<file path="src/i3c_standby_params.svh">
// Standby bridge parameters: acquisition width, queue depth and register map
`ifndef I3C_STANDBY_PARAMS_SVH
`define I3C_STANDBY_PARAMS_SVH

// 3 id bits above 8 data bits
`define ACQ_WIDTH 11
`define QUEUE_DEPTH 8

`define REG_CTRL 2'd0
`define REG_STATUS 2'd1
`define REG_XFER_CNT 2'd2

`endif

</file>
<file path="src/i3c_standby_pkg.sv">
// Standby bridge types: acquisition events, flow states and TTI descriptors
package i3c_standby_pkg;

  // Event kinds reported by the I2C target front end
  typedef enum logic [2:0] {
    AcqStart   = 3'd0,
    AcqRestart = 3'd1,
    AcqStop    = 3'd2,
    AcqData    = 3'd3,
    AcqNack    = 3'd4
  } acq_id_e;

  typedef enum logic [3:0] {
    AwaitStart   = 4'd0,
    ReceiveByte  = 4'd1,
    PushDword    = 4'd2,
    PushResponse = 4'd3,
    PopCommand   = 4'd4,
    PopDword     = 4'd5,
    SendByte     = 4'd6,
    AwaitStop    = 4'd7,
    ReportError  = 4'd8
  } flow_state_e;

  // Read command, length in bytes
  typedef struct packed {
    logic [15:0] data_length;
  } cmd_desc_t;

  // Transfer response
  typedef struct packed {
    logic [15:0] data_length;
    logic        is_read;
  } resp_desc_t;

endpackage

</file>
<file path="src/tti_if.sv">
// TTI channel bundle: command, transmit, receive and response handshakes
`timescale 1ns/10ps

interface tti_if
  import i3c_standby_pkg::*;
();
  logic        cmd_valid;
  logic        cmd_ready;
  cmd_desc_t   cmd_data;

  logic        txd_valid;
  logic        txd_ready;
  logic [31:0] txd_data;

  logic        rxd_valid;
  logic        rxd_ready;
  logic [31:0] rxd_data;

  logic        rsp_valid;
  logic        rsp_ready;
  resp_desc_t  rsp_data;

  // Flow engine side
  modport engine (
    input  cmd_valid, cmd_data, txd_valid, txd_data, rxd_ready, rsp_ready,
    output cmd_ready, txd_ready, rxd_valid, rxd_data, rsp_valid, rsp_data
  );

  // Queue side
  modport queues (
    output cmd_valid, cmd_data, txd_valid, txd_data, rxd_ready, rsp_ready,
    input  cmd_ready, txd_ready, rxd_valid, rxd_data, rsp_valid, rsp_data
  );

endinterface

</file>
<file path="src/flow_standby_i2c.sv">
// Standby flow engine: packs, unpacks and reports legacy I2C transfers over TTI
`timescale 1ns/10ps
`include "i3c_standby_params.svh"

module flow_standby_i2c
  import i3c_standby_pkg::*;
(
  input  logic                  clk_i,
  input  logic                  rst_ni,
  input  logic                  acq_valid_i,
  output logic                  acq_ready_o,
  input  logic [`ACQ_WIDTH-1:0] acq_data_i,
  output logic                  tx_valid_o,
  input  logic                  tx_ready_i,
  output logic [7:0]            tx_byte_o,
  tti_if.engine                 tti,
  input  logic                  enable_i,
  input  logic                  err_clear_i,
  output logic                  err_o,
  output logic                  xfer_done_o
);
  flow_state_e state_q;
  flow_state_e state_d;

  acq_id_e     acq_id;
  logic [7:0]  acq_byte;
  logic        acq_ok;
  logic        acq_take;

  logic [15:0] byte_cnt_q;
  logic [15:0] read_len_q;
  logic [31:0] dword_q;
  logic        is_read_q;
  logic        end_q;
  // Bit offset of the current byte lane in the dword buffer
  logic [4:0]  lane;

  logic        start_xfer;
  logic        store_byte;
  logic        push_done;
  logic        load_dword;
  logic        load_len;
  logic        cnt_inc;
  logic        set_end;

  assign acq_id   = acq_id_e'(acq_data_i[`ACQ_WIDTH-1:8]);
  assign acq_byte = acq_data_i[7:0];
  assign acq_ok   = acq_valid_i & enable_i;
  assign lane     = {byte_cnt_q[1:0], 3'b000};

  // Restart is never consumed mid-transfer, AwaitStart takes it as the next start
  assign acq_ready_o = enable_i & acq_take;

  assign tx_byte_o    = dword_q[lane +: 8];
  assign tti.rxd_data = dword_q;
  assign tti.rsp_data = resp_desc_t'{data_length: byte_cnt_q, is_read: is_read_q};

  assign err_o       = (state_q == ReportError);
  assign xfer_done_o = tti.rsp_valid & tti.rsp_ready;

  always_comb begin
    state_d       = state_q;
    acq_take      = 1'b0;
    tx_valid_o    = 1'b0;
    tti.cmd_ready = 1'b0;
    tti.txd_ready = 1'b0;
    tti.rxd_valid = 1'b0;
    tti.rsp_valid = 1'b0;
    start_xfer    = 1'b0;
    store_byte    = 1'b0;
    push_done     = 1'b0;
    load_dword    = 1'b0;
    load_len      = 1'b0;
    cnt_inc       = 1'b0;
    set_end       = 1'b0;

    unique case (state_q)
      AwaitStart: begin
        acq_take = 1'b1;
        // Stray events on an idle bus are dropped
        if (acq_ok && (acq_id == AcqStart || acq_id == AcqRestart)) begin
          start_xfer = 1'b1;
          state_d    = acq_byte[0] ? PopCommand : ReceiveByte;
        end
      end
      ReceiveByte: begin
        acq_take = (acq_id != AcqRestart);
        if (acq_ok) begin
          case (acq_id)
            AcqData: begin
              store_byte = 1'b1;
              cnt_inc    = 1'b1;
              if (byte_cnt_q[1:0] == 2'd3) begin
                state_d = PushDword;
              end
            end
            AcqStop, AcqRestart: begin
              set_end = 1'b1;
              state_d = (byte_cnt_q[1:0] != 2'd0) ? PushDword : PushResponse;
            end
            default: state_d = ReportError;
          endcase
        end
      end
      PushDword: begin
        tti.rxd_valid = 1'b1;
        if (tti.rxd_ready) begin
          push_done = 1'b1;
          state_d   = end_q ? PushResponse : ReceiveByte;
        end
      end
      PushResponse: begin
        tti.rsp_valid = 1'b1;
        if (tti.rsp_ready) begin
          state_d = AwaitStart;
        end
      end
      PopCommand: begin
        // Stop and restart wait until the read is complete
        acq_take      = (acq_id != AcqStop) && (acq_id != AcqRestart);
        tti.cmd_ready = 1'b1;
        if (acq_ok && acq_take) begin
          state_d = ReportError;
        end else if (tti.cmd_valid) begin
          load_len = 1'b1;
          state_d  = (tti.cmd_data.data_length == 16'd0) ? ReportError : PopDword;
        end
      end
      PopDword: begin
        acq_take      = (acq_id != AcqStop) && (acq_id != AcqRestart);
        tti.txd_ready = 1'b1;
        if (acq_ok && acq_take) begin
          state_d = ReportError;
        end else if (tti.txd_valid) begin
          load_dword = 1'b1;
          state_d    = SendByte;
        end
      end
      SendByte: begin
        acq_take   = (acq_id != AcqStop) && (acq_id != AcqRestart);
        tx_valid_o = 1'b1;
        if (acq_ok && acq_take) begin
          state_d = ReportError;
        end else if (tx_ready_i) begin
          cnt_inc = 1'b1;
          if (byte_cnt_q + 16'd1 == read_len_q) begin
            state_d = AwaitStop;
          end else if (byte_cnt_q[1:0] == 2'd3) begin
            state_d = PopDword;
          end
        end
      end
      AwaitStop: begin
        acq_take = (acq_id != AcqRestart);
        if (acq_ok) begin
          case (acq_id)
            AcqStop, AcqRestart: state_d = PushResponse;
            // Controller nacks the last byte of a read
            AcqNack: state_d = AwaitStop;
            default: state_d = ReportError;
          endcase
        end
      end
      ReportError: begin
        // Drain the bus side until software clears the error
        acq_take = 1'b1;
        if (err_clear_i) begin
          state_d = AwaitStart;
        end
      end
      default: state_d = ReportError;
    endcase
  end

  always_ff @(posedge clk_i or negedge rst_ni) begin
    if (!rst_ni) begin
      state_q    <= AwaitStart;
      byte_cnt_q <= '0;
      end_q      <= 1'b0;
    end else begin
      state_q <= state_d;
      if (start_xfer) begin
        byte_cnt_q <= '0;
        end_q      <= 1'b0;
      end else begin
        if (cnt_inc) begin
          byte_cnt_q <= byte_cnt_q + 16'd1;
        end
        if (set_end) begin
          end_q <= 1'b1;
        end
      end
    end
  end

  // Buffer is zeroed after each push so a partial dword has zero upper bytes
  always_ff @(posedge clk_i) begin
    if (start_xfer || push_done) begin
      dword_q <= '0;
    end else if (load_dword) begin
      dword_q <= tti.txd_data;
    end else if (store_byte) begin
      dword_q[lane +: 8] <= acq_byte;
    end
    if (start_xfer) begin
      is_read_q <= acq_byte[0];
    end
    if (load_len) begin
      read_len_q <= tti.cmd_data.data_length;
    end
  end

endmodule

</file>
<file path="src/i3c_standby_top.sv">
// I3C standby bridge top: flow engine, TTI queues and CSRs on plain ports
`timescale 1ns/10ps
`include "i3c_standby_params.svh"

module i3c_standby_top (
  input  logic                  clk_i,
  input  logic                  rst_ni,
  // I2C target acquisition and outgoing bytes
  input  logic                  acq_valid_i,
  output logic                  acq_ready_o,
  input  logic [`ACQ_WIDTH-1:0] acq_data_i,
  output logic                  tx_valid_o,
  input  logic                  tx_ready_i,
  output logic [7:0]            tx_byte_o,
  // Software queues
  input  logic                  cmd_valid_i,
  output logic                  cmd_ready_o,
  input  logic [15:0]           cmd_len_i,
  input  logic                  txd_valid_i,
  output logic                  txd_ready_o,
  input  logic [31:0]           txd_data_i,
  output logic                  rx_valid_o,
  input  logic                  rx_ready_i,
  output logic [31:0]           rx_data_o,
  output logic                  resp_valid_o,
  input  logic                  resp_ready_i,
  output logic [15:0]           resp_len_o,
  output logic                  resp_is_read_o,
  // Register port
  input  logic                  reg_we_i,
  input  logic [1:0]            reg_addr_i,
  input  logic [31:0]           reg_wdata_i,
  output logic [31:0]           reg_rdata_o,
  output logic                  err_o
);
  logic enable;
  logic err_clear;
  logic engine_err;
  logic xfer_done;

  tti_if tti ();

  flow_standby_i2c u_flow (
    .clk_i, .rst_ni,
    .acq_valid_i, .acq_ready_o, .acq_data_i,
    .tx_valid_o, .tx_ready_i, .tx_byte_o,
    .tti(tti.engine),
    .enable_i(enable), .err_clear_i(err_clear),
    .err_o(engine_err), .xfer_done_o(xfer_done)
  );

  tti_queues u_queues (
    .clk_i, .rst_ni,
    .tti(tti.queues),
    .cmd_valid_i, .cmd_ready_o, .cmd_len_i,
    .txd_valid_i, .txd_ready_o, .txd_data_i,
    .rx_valid_o, .rx_ready_i, .rx_data_o,
    .resp_valid_o, .resp_ready_i, .resp_len_o, .resp_is_read_o
  );

  standby_csr u_csr (
    .clk_i, .rst_ni,
    .reg_we_i, .reg_addr_i, .reg_wdata_i, .reg_rdata_o,
    .err_i(engine_err), .xfer_done_i(xfer_done),
    .enable_o(enable), .err_clear_o(err_clear), .irq_o(err_o)
  );

endmodule

</file>
<file path="src/standby_csr.sv">
// Standby CSRs: engine enable, sticky error with clear, completed-transfer counter
`timescale 1ns/10ps
`include "i3c_standby_params.svh"

module standby_csr (
  input  logic        clk_i,
  input  logic        rst_ni,
  input  logic        reg_we_i,
  input  logic [1:0]  reg_addr_i,
  input  logic [31:0] reg_wdata_i,
  output logic [31:0] reg_rdata_o,
  input  logic        err_i,
  input  logic        xfer_done_i,
  output logic        enable_o,
  output logic        err_clear_o,
  output logic        irq_o
);
  logic        enable_q;
  logic        err_q;
  logic [15:0] xfer_cnt_q;
  logic        ctrl_wr;

  assign ctrl_wr     = reg_we_i && (reg_addr_i == `REG_CTRL);
  // Bit 1 of CTRL is write-one-to-clear, lasting as long as the write
  assign err_clear_o = ctrl_wr && reg_wdata_i[1];
  assign enable_o    = enable_q;
  assign irq_o       = err_q;

  always_ff @(posedge clk_i or negedge rst_ni) begin
    if (!rst_ni) begin
      enable_q   <= 1'b0;
      err_q      <= 1'b0;
      xfer_cnt_q <= '0;
    end else begin
      if (ctrl_wr) begin
        enable_q <= reg_wdata_i[0];
      end
      if (err_clear_o) begin
        err_q <= 1'b0;
      end else if (err_i) begin
        err_q <= 1'b1;
      end
      if (xfer_done_i) begin
        xfer_cnt_q <= xfer_cnt_q + 16'd1;
      end
    end
  end

  always_comb begin
    case (reg_addr_i)
      `REG_CTRL:     reg_rdata_o = {31'd0, enable_q};
      `REG_STATUS:   reg_rdata_o = {31'd0, err_q};
      `REG_XFER_CNT: reg_rdata_o = {16'd0, xfer_cnt_q};
      default:       reg_rdata_o = '0;
    endcase
  end

endmodule

</file>
<file path="src/sync_fifo.sv">
// Synchronous valid/ready FIFO with occupancy count
`timescale 1ns/10ps

module sync_fifo #(
  parameter int WIDTH = 32,
  parameter int DEPTH = 8
) (
  input  logic                       clk_i,
  input  logic                       rst_ni,
  input  logic                       wvalid_i,
  output logic                       wready_o,
  input  logic [WIDTH-1:0]           wdata_i,
  output logic                       rvalid_o,
  input  logic                       rready_i,
  output logic [WIDTH-1:0]           rdata_o,
  output logic [$clog2(DEPTH+1)-1:0] count_o
);
  localparam int AW = (DEPTH > 1) ? $clog2(DEPTH) : 1;
  localparam int CW = $clog2(DEPTH + 1);

  logic [WIDTH-1:0] mem [DEPTH];
  logic [AW-1:0]    wptr_q;
  logic [AW-1:0]    rptr_q;
  logic [CW-1:0]    count_q;
  logic             wr_en;
  logic             rd_en;

  assign wready_o = (count_q != CW'(DEPTH));
  assign rvalid_o = (count_q != '0);
  assign rdata_o  = mem[rptr_q];
  assign count_o  = count_q;

  assign wr_en = wvalid_i & wready_o;
  assign rd_en = rvalid_o & rready_i;

  always_ff @(posedge clk_i) begin
    if (wr_en) begin
      mem[wptr_q] <= wdata_i;
    end
  end

  // Pointers wrap explicitly so DEPTH need not be a power of two
  always_ff @(posedge clk_i or negedge rst_ni) begin
    if (!rst_ni) begin
      wptr_q  <= '0;
      rptr_q  <= '0;
      count_q <= '0;
    end else begin
      if (wr_en) begin
        wptr_q <= (wptr_q == AW'(DEPTH - 1)) ? '0 : wptr_q + 1'b1;
      end
      if (rd_en) begin
        rptr_q <= (rptr_q == AW'(DEPTH - 1)) ? '0 : rptr_q + 1'b1;
      end
      if (wr_en && !rd_en) begin
        count_q <= count_q + 1'b1;
      end else if (rd_en && !wr_en) begin
        count_q <= count_q - 1'b1;
      end
    end
  end

endmodule

</file>
<file path="src/tti_queues.sv">
// TTI queues: command, transmit, receive and response FIFOs beside the engine
`timescale 1ns/10ps
`include "i3c_standby_params.svh"

module tti_queues
  import i3c_standby_pkg::*;
(
  input  logic        clk_i,
  input  logic        rst_ni,
  tti_if.queues       tti,
  input  logic        cmd_valid_i,
  output logic        cmd_ready_o,
  input  logic [15:0] cmd_len_i,
  input  logic        txd_valid_i,
  output logic        txd_ready_o,
  input  logic [31:0] txd_data_i,
  output logic        rx_valid_o,
  input  logic        rx_ready_i,
  output logic [31:0] rx_data_o,
  output logic        resp_valid_o,
  input  logic        resp_ready_i,
  output logic [15:0] resp_len_o,
  output logic        resp_is_read_o
);
  localparam int Depth = `QUEUE_DEPTH;

  cmd_desc_t  cmd_wdata;
  resp_desc_t rsp_rdata;

  assign cmd_wdata.data_length = cmd_len_i;
  assign resp_len_o            = rsp_rdata.data_length;
  assign resp_is_read_o        = rsp_rdata.is_read;

  // Software to engine
  sync_fifo #(.WIDTH($bits(cmd_desc_t)), .DEPTH(Depth)) u_cmd_fifo (
    .clk_i, .rst_ni,
    .wvalid_i(cmd_valid_i), .wready_o(cmd_ready_o), .wdata_i(cmd_wdata),
    .rvalid_o(tti.cmd_valid), .rready_i(tti.cmd_ready), .rdata_o(tti.cmd_data),
    .count_o()
  );

  sync_fifo #(.WIDTH(32), .DEPTH(Depth)) u_txd_fifo (
    .clk_i, .rst_ni,
    .wvalid_i(txd_valid_i), .wready_o(txd_ready_o), .wdata_i(txd_data_i),
    .rvalid_o(tti.txd_valid), .rready_i(tti.txd_ready), .rdata_o(tti.txd_data),
    .count_o()
  );

  // Engine to software
  sync_fifo #(.WIDTH(32), .DEPTH(Depth)) u_rxd_fifo (
    .clk_i, .rst_ni,
    .wvalid_i(tti.rxd_valid), .wready_o(tti.rxd_ready), .wdata_i(tti.rxd_data),
    .rvalid_o(rx_valid_o), .rready_i(rx_ready_i), .rdata_o(rx_data_o),
    .count_o()
  );

  sync_fifo #(.WIDTH($bits(resp_desc_t)), .DEPTH(Depth)) u_rsp_fifo (
    .clk_i, .rst_ni,
    .wvalid_i(tti.rsp_valid), .wready_o(tti.rsp_ready), .wdata_i(tti.rsp_data),
    .rvalid_o(resp_valid_o), .rready_i(resp_ready_i), .rdata_o(rsp_rdata),
    .count_o()
  );

endmodule
</file>
<file path="config.mk">
export PLATFORM = sky130hd
export DESIGN_NAME = i3c_standby_top
export DESIGN_NICKNAME = d
export VERILOG_FILES = /design/src/i3c_standby_pkg.sv /design/src/tti_if.sv /design/src/flow_standby_i2c.sv /design/src/i3c_standby_top.sv /design/src/standby_csr.sv /design/src/sync_fifo.sv /design/src/tti_queues.sv
export VERILOG_INCLUDE_DIRS = /design/src
export SDC_FILE = /design/constraint.sdc
export NUM_CORES = 1
export LEC_CHECK = 0
export BUFFER_PORTS_ARGS = -buffer_cell sky130_fd_sc_hd__buf_4
export CAP_MARGIN = 25
export CORE_MARGIN = 1.5
export CORE_UTILIZATION = 50
export CTS_CLUSTER_DIAMETER = 40
export DETAILED_ROUTE_END_ITERATION = 10
export PLACE_DENSITY_LB_ADDON = 0.05
export SYNTH_ARGS = -nofsm -noshare
export SYNTH_HDL_FRONTEND = slang
export SYNTH_HIERARCHICAL = 1
export SYNTH_SLANG_ARGS = --single-unit
export TNS_END_PERCENT = 1
</file>
<file path="constraint.sdc">
create_clock -name clk_i -period 14 [get_ports clk_i]
set_clock_uncertainty 0.05 [all_clocks]
set_input_delay 1.4 -clock clk_i [delete_from_list [all_inputs] [get_ports clk_i]]
set_output_delay 1.4 -clock clk_i [all_outputs]
set_load 0.03 [all_outputs]
</file>
==> impl_metrics.py, run 1 <==
metrics = {
    "worst_hold_path": {
        "min_path_type": "flip-flop to flip-flop",
        "min_from": "u_csr/xfer_cnt_q[15]",
    },
    "global_routing": {
        "met3_usage_pct": 4.24,
        "grt-ovfl-total": 0,
        "grt_pass1_wl_mm": 119,
        "globalRouteMet1Util_pct": 27.9,
        "grtUsageMet2_pct": 33.7,
        "grt_usage_pct": 20.7,
        "grt_max_degree": 67,
        "grt_antenna_before_repair": 9,
        "grt_pass1_vias": 19900,
        "busiest_layer": "met2",
    },
    "logic_synthesis": {
        "ys_seq_area_share_pct": 70.3,
        "syn_avg_cell_area_um2": 19.0,
        "syn_area_um2": 37600,
        "synth_top_area_share_pct": 63.3,
        "synth-seq-cells": 904,
        "synth_cells": 1980,
        "synth_area_leader_cell": "edfxtp_1",
        "synth-warning-count": 6,
        "synth_area_leaders": "edfxtp_1 (63%), mux4_2 (8.9%), dfrtp_1 (5.3%), mux4_1 (3.7%), mux2_2 (3.4%)",
        "async_flop_share_pct": 8.74,
        "yosys_most_used_dff": "edfxtp_1",
        "synth_cell_types": 82,
        "synth-edff-count": 793,
    },
    "clock_tree": {
        "cts_resized": 0,
        "cts_max_level": 4,
        "numCtsBuffers": 131,
        "numClockSinks": 904,
        "root_buffer": "clkbuf_16",
        "cts_tree": "built",
        "cts_setup_buffers": 0,
        "hold_buffers": 0,
        "clock_latency_ps": 700,
        "clk_pin_slew_ps": 50,
        "clock_path_buffers": 3,
    },
    "timing": {
        "rsz0062_at_grt": "no",
        "clock.fmax_mhz": 206,
        "hold_viol_final": 0,
        "setup_viol": 0,
        "slew_headroom_pct": 30.5,
        "drv_slew": 0,
        "hold_slack_ps": 421,
        "tightest_slew_ps": 1030,
        "final.min_clock_period_ps": 4850,
        "finalCritPeriodShare_pct": 34.6,
        "final.setup.tns_ps": 0,
    },
    "setup_path": {
        "critical_path.max_fanout": 39,
        "arrival_ps": 3400,
        "r2r-start": "u_flow/state_q[1]",
        "crit_slowest_cell": "dfrtp_4",
        "path_cells": "buf_4 -> mux4_2 -> mux2_2 -> buf_4",
        "cp-startpoint": "u_queues/u_rxd_fifo/rptr_q[0]",
        "startpoint_type": "flip-flop",
        "critical-path-max-stage-delay_ps": 800,
        "cp-end-kind": "output port",
        "worst_path_most_repeated_cell": "buf_4",
        "cp.required_ps": 12550,
        "worstSetupPathType": "flip-flop to output port",
        "path_buf_inv": 2,
        "path_delay_family": "multiplexers",
    },
    "floorplanning": {
        "die_h_um": 277,
        "io_pins": 198,
        "rows": 100,
        "design.core.area_um2": 74400,
        "die-width_um": 277,
        "initial_core_util_pct": 50.5,
        "die-area_um2": 76800,
    },
    "place": {
        "place_hpwl_mm": 45.8,
        "io_buffers": 151,
        "placed_cells": 3051,
        "gp_congestion": 0.868,
    },
    "pwr": {
        "power.leakage_uw": 0.0152,
        "pwr-share-comb_pct": 26.2,
        "power_density_nw_per_um2": 215,
        "pwr-share-clk_pct": 33.9,
        "power_frac_seq_pct": 39.8,
        "ir_worst_vdd_uv": 124,
        "p_int_uw": 6610,
        "power.switching_uw": 2940,
        "swShare_pct": 30.7,
    },
    "layout": {
        "area_delta_synth_final_pct": 18.2,
        "layout.cells.non_filler": 3294,
        "fillCellCount": 5405,
        "nets": 2357,
        "drive_gt1_share_pct": 32.7,
    },
    "detailed_routing": {
        "drc_errors": 0,
        "firstDrtPassIters": 5,
        "post_drt_via_cell_ratio": 5.76,
        "ant_nets": 0,
        "wirelength_mm": 77.8,
        "num_vias": 19000,
        "post_drt_wl_per_cell_um": 23.6,
        "drt-initial-drc-count": 1402,
    },
    "job": {
        "maxCapViolCount": 0,
    },
    "outcome": {
        "outcome": "completed",
    },
}
final cells by class:
class | instances | area, um2 | share of cell area [%]
Antenna cell | 4 | 10.0 | 0.0225
Clock buffer | 150 | 3470 | 7.82
Clock inverter | 86 | 950 | 2.14
Inverter | 18 | 67.6 | 0.152
Multi-Input combinational cell | 963 | 10700 | 24.0
Sequential cell | 904 | 26400 | 59.5
Tap cell | 969 | 1210 | 2.73
Timing Repair Buffer | 200 | 1630 | 3.67
registers in the layout, summed over array words and instances, names as in the netlist, 4 cells and up:
signal,cells
u_queues/u_txd_fifo/mem,256
u_queues/u_txd_fifo/count_o,4
u_queues/u_rxd_fifo/mem,256
u_queues/u_rxd_fifo/count_o,4
u_queues/u_cmd_fifo/mem,128
u_queues/u_rsp_fifo/count_o,4
u_csr/xfer_cnt_q,16
u_flow/tti.rxd_data,32
u_flow/byte_cnt_q,16
u_flow/state_q,4
u_queues/u_cmd_fifo/count_o,4
u_flow/read_len_q,16
u_queues/u_rsp_fifo/mem,136
routing by layer:
metal	share of wire [%]	vias up	routed length, um
met5	0.054	-	42
met4	2.6	6	2010
met3	5.0	122	3870
met2	49	473	38100
met1	43	9791	33800
li1	-	8589	-
through the flow:
stage | instance area (um2) | utilization, % | total power [uW] | setup WS (ps)
detailed placement | 39900 | 53.7 | 6380 | 9790
global placement | 39800 | 53.5 | 6300 | 9760
floorplan | 37700 | - | 5540 | 8880
finish | 44400 | 59.7 | 9550 | 9150
global route | 44400 | 59.7 | 9980 | 8920
CTS | 44400 | 59.6 | 9650 | 9020
synth_stat cells (14+ instances only):
| cell | n |
|---|---|
| a211oi_1 | 23 |
| a21oi_1 | 18 |
| and2_1 | 21 |
| and3_1 | 19 |
| buf_2 | 33 |
| buf_4 | 18 |
| buf_6 | 14 |
| clkbuf_1 | 34 |
| dfrtp_1 | 79 |
| dfxtp_1 | 32 |
| edfxtp_1 | 793 |
| ha_1 | 33 |
| inv_1 | 18 |
| mux2_2 | 115 |
| mux4_1 | 53 |
| mux4_2 | 149 |
| nand2_1 | 68 |
| nand2b_1 | 22 |
| nand3_1 | 37 |
| nor2_1 | 75 |
| nor3_1 | 50 |
| o21ai_0 | 31 |
| xnor2_1 | 36 |
cells by family after synthesis:
family | share of synthesized area [%]
AOI/OAI and AO/OA | 2.84
xor gates and xnor gates | 1.07
adders and majority gates | 1.34
buffers and inverters | 1.98
DFF | 70.3
muxes | 16.4
other | 0.00997
and+or+nand+nor | 6.03
power groups by stage:
stage	sequential (uW)	clock (uW)	combinational, uW
floorplan	3620	0	1920
global placement	3860	0	2440
detailed placement	3870	0	2510
CTS	3820	3310	2520
global route	3860	3430	2680
finish	3800	3240	2510
layout by cell type, fill, tap and decap left out, types with 11 or more instances in the layout:
| cell type | count |
|---|---|
| nand2_1 | 68 |
| clkbuf_16 | 135 |
| ha_1 | 33 |
| dfxtp_1 | 32 |
| mux2_2 | 115 |
| buf_4 | 192 |
| nor2b_1 | 11 |
| mux4_1 | 53 |
| clkinvlp_4 | 17 |
| conb_1 | 16 |
| a21oi_1 | 18 |
| a211oi_1 | 23 |
| nand3_1 | 37 |
| and3_1 | 19 |
| nor3_1 | 34 |
| nor2_1 | 67 |
| nand2b_1 | 22 |
| clkinv_2 | 12 |
| xnor2_1 | 36 |
| o21ai_0 | 31 |
| nand4_1 | 11 |
| and2_1 | 21 |
| inv_1 | 18 |
| bufinv_16 | 13 |
| nor3_2 | 18 |
| a31oi_1 | 11 |
| dfrtp_1 | 73 |
| clkbuf_1 | 11 |
| mux4_2 | 149 |
| edfxtp_1 | 793 |
| inv_6 | 20 |
path summary, 6_finish.rpt:
kind,endpoint,slack (ps),cells past startpoint
setup reg to reg,u_queues/u_rsp_fifo/count_o[3],10600,10
hold reg to reg,u_csr/xfer_cnt_q[15],420,1
setup / recovery,rx_data_o[26],9150,4
min in group asynchronous,u_queues/u_rsp_fifo/count_o[3],510,1
hold / removal,u_csr/xfer_cnt_q[15],420,1
max in group asynchronous,u_queues/u_txd_fifo/rptr_q[0],12170,2
Power figures use the tool's default switching activity.
==> run 2, diff against run 1 <==
clock period = 5 ns   (was 14 ns; I/O delays follow)
==> run 2 against run 1 <==
Non-clock buffer count grew 49; sequential cell count is the same; register-to-register slack lost 9000 ps; highest routed layer unchanged; global-route usage shrank 0.070 points; via count grew 0.91%; count of clock-buffer cells in the layout shrank 11; design area grew 0.62%; sequential power grew to 2.8 times the previous value; clock power grew to 2.7 times the previous value.
==> impl_metrics.py, run 2 (synthesized netlist as in run 1, its figures left out) <==
metrics = {
    "clock_tree": {
        "root_buffer": "clkbuf_16",
        "cts_resized": 0,
        "clk_pin_slew_ps": 60,
        "cts_tree": "built",
        "clock_path_buffers": 3,
        "numClockSinks": 904,
        "numCtsBuffers": 118,
        "cts_max_level": 3,
        "clock_latency_ps": 650,
    },
    "timing": {
        "hold_slack_ps": 41.5,
        "final.setup.worst_slack_ps": 1350,
        "slew_headroom_pct": 31.4,
        "rsz0062_at_grt": "no",
        "setup_viol": 0,
        "hold_viol_final": 0,
        "drv_slew": 0,
        "clock.fmax_mhz": 274,
        "final.min_clock_period_ps": 3650,
        "final.setup.tns_ps": 0,
        "finalCritPeriodShare_pct": 73.0,
        "tightest_slew_ps": 1030,
    },
    "setup_path": {
        "r2r-start": "u_flow/state_q[1]",
        "cp-startpoint": "u_queues/u_rxd_fifo/rptr_q[0]",
        "startpoint_type": "flip-flop",
        "arrival_ps": 3100,
        "critical_path.max_fanout": 46,
        "cp-end-kind": "output port",
        "cp.required_ps": 4450,
        "worstSetupPathType": "flip-flop to output port",
    },
    "layout": {
        "layout.cells.most_common": "edfxtp_1",
        "design_area_um2": 44700,
        "multi_input_area_um2": 10700,
        "drive_gt1_share_pct": 31.3,
        "register_area_um2": 26400,
        "nets": 2393,
        "fillCellCount": 5391,
        "top_regs": "u_queues/u_rxd_fifo/mem (256), u_queues/u_txd_fifo/mem (256), u_queues/u_rsp_fifo/mem (136)",
        "area_delta_synth_final_pct": 18.9,
        "layout_common_cells": "edfxtp_1 (793), buf_4 (193), mux4_2 (149), clkbuf_16 (123), mux2_2 (115)",
    },
    "global_routing": {
        "grt_max_degree": 47,
        "met3_usage_pct": 3.65,
        "grtUsageMet2_pct": 34.0,
        "grt_usage_pct": 20.7,
        "globalRouteMet1Util_pct": 28.5,
        "grt_pass1_wl_mm": 120,
        "grt_antenna_before_repair": 7,
        "busiest_layer": "met2",
        "grt-ovfl-total": 0,
        "grt_pass1_vias": 19900,
    },
    "place": {
        "dpl-instance-area_um2": 40000,
        "place_hpwl_mm": 47.6,
        "gp_congestion": 0.843,
        "io_buffers": 151,
        "place_ws_ps": 1610,
    },
    "pwr": {
        "ir_worst_vdd_uv": 280,
        "power_density_nw_per_um2": 591,
        "power.leakage_uw": 0.0152,
    },
    "floorplanning": {
        "io_pins": 198,
        "rows": 100,
        "die-width_um": 277,
        "design.core.area_um2": 74400,
        "die_h_um": 277,
        "die-area_um2": 76800,
        "initial_core_util_pct": 50.5,
    },
    "detailed_routing": {
        "post_drt_via_cell_ratio": 5.76,
        "num_vias": 19200,
        "firstDrtPassIters": 5,
        "ant_nets": 0,
        "drc_errors": 0,
        "post_drt_wl_per_cell_um": 23.5,
        "wirelength_mm": 78.2,
        "drt-initial-drc-count": 1294,
    },
    "worst_hold_path": {
        "min_path_type": "input pin to flip-flop",
        "min_from": "cmd_len_i[8]",
    },
    "outcome": {
        "outcome": "completed",
    },
    "job": {
        "maxCapViolCount": 0,
    },
}
-- run 2: cell count changes in the layout (fill, tap and decap cells not counted), moves of 6 or more --
cell           delta
clkbuf_16        -12
dlygate4sd3_1    +45
clkinv_2          -6
inv_6            -11
clkinv_1          +9
bufinv_16         +6
-- run 2: metrics by stage --
stage                     total power [uW]  utilization, %  instances
final                                26400            60.1       3328
after global routing                 27600            60.1       3326
after CTS                            26700            60.0       3322
after detailed placement             17900            53.7       3055
after global placement               17700            53.5       3047
after floorplan                      15500               -       1995
-- run 2: final timing paths --
path / to / depth (start not counted) / slack (ps)
worst max-delay path: rx_data_o[0] / 4 / 1350
worst min-delay path: u_queues/u_cmd_fifo/mem[2][8] / 1 / 40
worst max register to register: u_queues/u_rsp_fifo/count_o[3] / 10 / 1560
worst min register to register: u_csr/xfer_cnt_q[15] / 1 / 420
max in group asynchronous: u_queues/u_txd_fifo/rptr_q[0] / 3 / 3530
min in group asynchronous: u_queues/u_rsp_fifo/rptr_q[2] / 2 / 350
-- run 2: timing repair --
item                                   CTS  global route
endpoints found under the hold margin  356             0
hold buffers                            45             0
buffers inserted                         0             0
-- run 2: report_power, final --
part           internal, uW  leakage (uW)  switching (uW)
registers              9460       0.00842            1280
clock network          5540       0.00198            3160
logic                  3380       0.00485            3610
-- run 2: area by class of cell --
type	instances	area share, %
diodes	3	0.0168
clock buffers	139	7.11
clock inverters	83	2.26
inverters	18	0.151
multi-input cells	963	23.8
flip-flops and latches	904	59.1
well taps	969	2.71
repair buffers	249	4.79
-- run 2: metal layers --
metal  vias to the layer above  share of wire (%)
met3                        99                5.3
met2                       494                 49
met4                        10                1.9
li1                       8656                  -
met5                         -              0.059
met1                      9894                 44
-- run 2: critical path, cell delays in order, from the launching register on --
cell	delay, ps
dfrtp_4	1010
buf_4	380
mux4_2	530
mux2_2	290
buf_4	170
==> run 3, diff against run 2 <==
ABC_AREA = 1   (was not set)
clock period = 3.4 ns   (was 5 ns; I/O delays follow)
==> run 3 against run 2 <==
Count of clock-buffer cells in the layout up 16; core utilization down 0.12 points; combinational power up 100%; synthesized cell count up 120%; design area up 8.3%; first-iteration DRC count up 53%; register-to-register slack worse by 880 ps; via count up 46%; power up 65%; sequential power up 46%; critical endpoint is now rx_data_o[3]; highest routed layer unchanged.
==> impl_metrics.py, run 3 <==
metrics = {
    "outcome": {
        "outcome": "completed",
    },
    "floorplanning": {
        "die-area_um2": 83800,
        "design.core.area_um2": 80800,
        "io_pins": 198,
        "die-width_um": 289,
        "initial_core_util_pct": 50.8,
        "rows": 104,
        "die_h_um": 289,
    },
    "layout": {
        "design_area_um2": 48400,
        "top_regs": "u_queues/u_rxd_fifo/mem (256), u_queues/u_txd_fifo/mem (256), u_queues/u_rsp_fifo/mem (136)",
        "layout.cells.non_filler": 5749,
        "layout_common_cells": "nand2_1 (1,501), edfxtp_1 (793), nor2_1 (780), inv_1 (460), buf_4 (215)",
        "nets": 4718,
        "layout.cells.most_common": "nand2_1",
        "area_delta_synth_final_pct": 18.1,
        "drive_gt1_share_pct": 11.4,
    },
    "logic_synthesis": {
        "synth-seq-cells": 904,
        "synth_mux_area_share_pct": 0.0274,
        "synth-edff-count": 793,
        "yosys_most_used_dff": "edfxtp_1",
        "synth_top_area_share_pct": 58.0,
        "syn_area_um2": 41000,
        "syn_avg_cell_area_um2": 9.48,
        "async_flop_share_pct": 8.74,
        "synth_top_family_by_area": "simple AND/OR/NAND/NOR gates",
        "synth_xor_area_share_pct": 0.583,
        "synth_common_cells": "nand2_1 (1,501), edfxtp_1 (793), nor2_1 (780)",
        "synth-simple-area-share_pct": 23.5,
        "synth_area_leaders": "edfxtp_1 (58%), nand2_1 (14%), nor2_1 (7.1%), dfrtp_1 (4.8%), inv_1 (4.2%)",
        "synth-warning-count": 6,
        "ys_seq_area_share_pct": 64.4,
        "synth_cell_types": 49,
        "synth_area_leader_cell": "edfxtp_1",
        "yosysMostFrequentCell": "nand2_1",
        "synth_cells": 4326,
        "synth-compound-area-share_pct": 3.08,
        "synth-adder-area-share_pct": 1.20,
    },
    "setup_path": {
        "path_delay_family": "flip-flops",
        "startpoint_type": "flip-flop",
        "critical_path.max_fanout": 72,
        "crit_slowest_cell": "dfrtp_4",
        "worst_path_most_repeated_cell": "nand2_1",
        "cp.required_ps": 3010,
        "worstSetupPathType": "flip-flop to output port",
        "path_cells": "buf_12 -> nor2_1 -> nor2_1 -> nand2_1 -> nand2_1 -> nand2_1 -> nand2_1 -> buf_4",
        "arrival_ps": 2590,
        "critical-path-max-stage-delay_ps": 810,
        "path_buf_inv": 2,
        "cp-end-kind": "output port",
    },
    "place": {
        "dpl-instance-area_um2": 43300,
        "place_ws_ps": 665,
        "io_buffers": 151,
        "gp_congestion": 0.878,
        "placed_cells": 5443,
        "place_hpwl_mm": 59.3,
    },
    "job": {
        "maxCapViolCount": 0,
    },
    "pwr": {
        "power.leakage_uw": 0.0208,
        "report.power.total_uw": 43600,
        "p_int_uw": 27300,
        "pwr-share-comb_pct": 32.5,
        "power_density_nw_per_um2": 900,
        "power.switching_uw": 16300,
        "power_frac_seq_pct": 35.9,
        "ir_worst_vdd_uv": 521,
        "swShare_pct": 37.5,
        "pwr-share-clk_pct": 31.6,
    },
    "global_routing": {
        "grt-ovfl-total": 0,
        "grt_antenna_before_repair": 6,
        "grt_usage_pct": 23.7,
        "grt_pass1_wl_mm": 149,
        "grt_max_degree": 81,
        "grt_pass1_vias": 26200,
    },
    "detailed_routing": {
        "drc_errors": 0,
        "ant_nets": 0,
        "drt-initial-drc-count": 1983,
        "firstDrtPassIters": 6,
        "num_vias": 28000,
        "wirelength_mm": 97.1,
        "post_drt_wl_per_cell_um": 16.9,
        "post_drt_via_cell_ratio": 4.88,
    },
    "timing": {
        "setup_viol": 0,
        "slew_headroom_pct": 38.1,
        "tightest_slew_ps": 928,
        "hold_viol_final": 0,
        "clock.fmax_mhz": 336,
        "finalCritPeriodShare_pct": 87.5,
        "final.min_clock_period_ps": 2980,
        "rsz0062_at_grt": "no",
        "final.setup.tns_ps": 0,
        "drv_slew": 0,
        "final.setup.worst_slack_ps": 424,
    },
    "clock_tree": {
        "clock_latency_ps": 710,
        "clock_path_buffers": 3,
        "clk_pin_slew_ps": 50,
        "cts_resized": 0,
        "root_buffer": "clkbuf_16",
        "numClockSinks": 904,
        "cts_max_level": 4,
        "numCtsBuffers": 134,
        "cts_tree": "built",
    },
    "worst_hold_path": {
        "min_path_type": "input pin to flip-flop",
    },
}
run 3: cell types whose count changed after synthesis, sizes merged, moves of 18 or more:
cell	delta
a211oi	-23
nand2	+1439
nor2	+718
mux4	-202
nand2b	-22
o21ai	+131
and3	-19
xnor2	-27
nor3	-18
nand3	+40
inv	+456
and2	-23
buf	+78
mux2	-120
run 3: final timing paths:
kind	startpoint	endpoint	slack [ps]	cells after the start
setup / recovery	u_queues/u_rxd_fifo/rptr_q[0]	rx_data_o[3]	420	8
hold / removal	reg_wdata_i[1]	u_csr/irq_o	40	4
setup reg to reg	u_queues/u_rxd_fifo/count_o[1]	u_queues/u_rxd_fifo/count_o[3]	680	12
hold reg to reg	u_csr/xfer_cnt_q[15]	u_csr/xfer_cnt_q[15]	430	2
max in group asynchronous	rst_ni	u_csr/xfer_cnt_q[8]	2420	3
min in group asynchronous	rst_ni	u_queues/u_rxd_fifo/rptr_q[0]	150	2
run 3: layer usage:
layer	wire length [um]	global-route usage, %	vias to the layer above
li1	-	-	14300
met1	43900	32.3	13000
met2	46200	39.0	593
met3	4910	4.27	160
met4	2070	6.90	10
met5	52	0	-
run 3: per-stage QoR:
stage,hold slack (ps),util (%)
2_1_floorplan,-5.59,-
3_3_place_gp,350,53.6
3_5_place_dp,348,53.6
4_1_cts,18.1,59.9
5_1_grt,33.9,59.9
6_report,37.6,59.9
run 3: power by group through the flow:
stage	clock, uW	sequential (uW)	combinational, uW
finish	13800	15600	14200
global route	14500	15800	16000
CTS	14000	15600	14300
detailed placement	0	15800	14200
global placement	0	15800	14100
floorplan	0	15000	10300
run 3: logic make-up (layout without fill, tap and decap cells):
logic type                 count (synthesis)  count (layout)
buffers and inverters                    664            1011
xor gates and xnor gates                  24              24
other                                      1              17
muxes                                      1               1
and+or+nand+nor                         2465            2465
AOI/OAI and AO/OA                        230             230
adders and majority gates                 37              37
DFF                                      904             904
run 3: worst register-to-register path, delay by kind of cell (launching register included):
kind,cells,cell delay [ps]
fa+ha+maj,2,520
simple gates,8,1380
flops,1,420
buf+inv,2,260
run 3: what timing repair did:
item | in CTS | in global routing
endpoints found under the hold margin | 439 | 0
setup buffers | 0 | 0
hold buffers | 60 | 0
run 3: cell type report:
cell class	count	area [um2]
antenna	1	2.50
clock buffer	155	3570
clock inverter	90	1000
fill	6742	32400
inverter	479	1800
multi-input combinational	2773	11800
sequential	904	26400
tap	1060	1330
timing repair buffer	287	2450
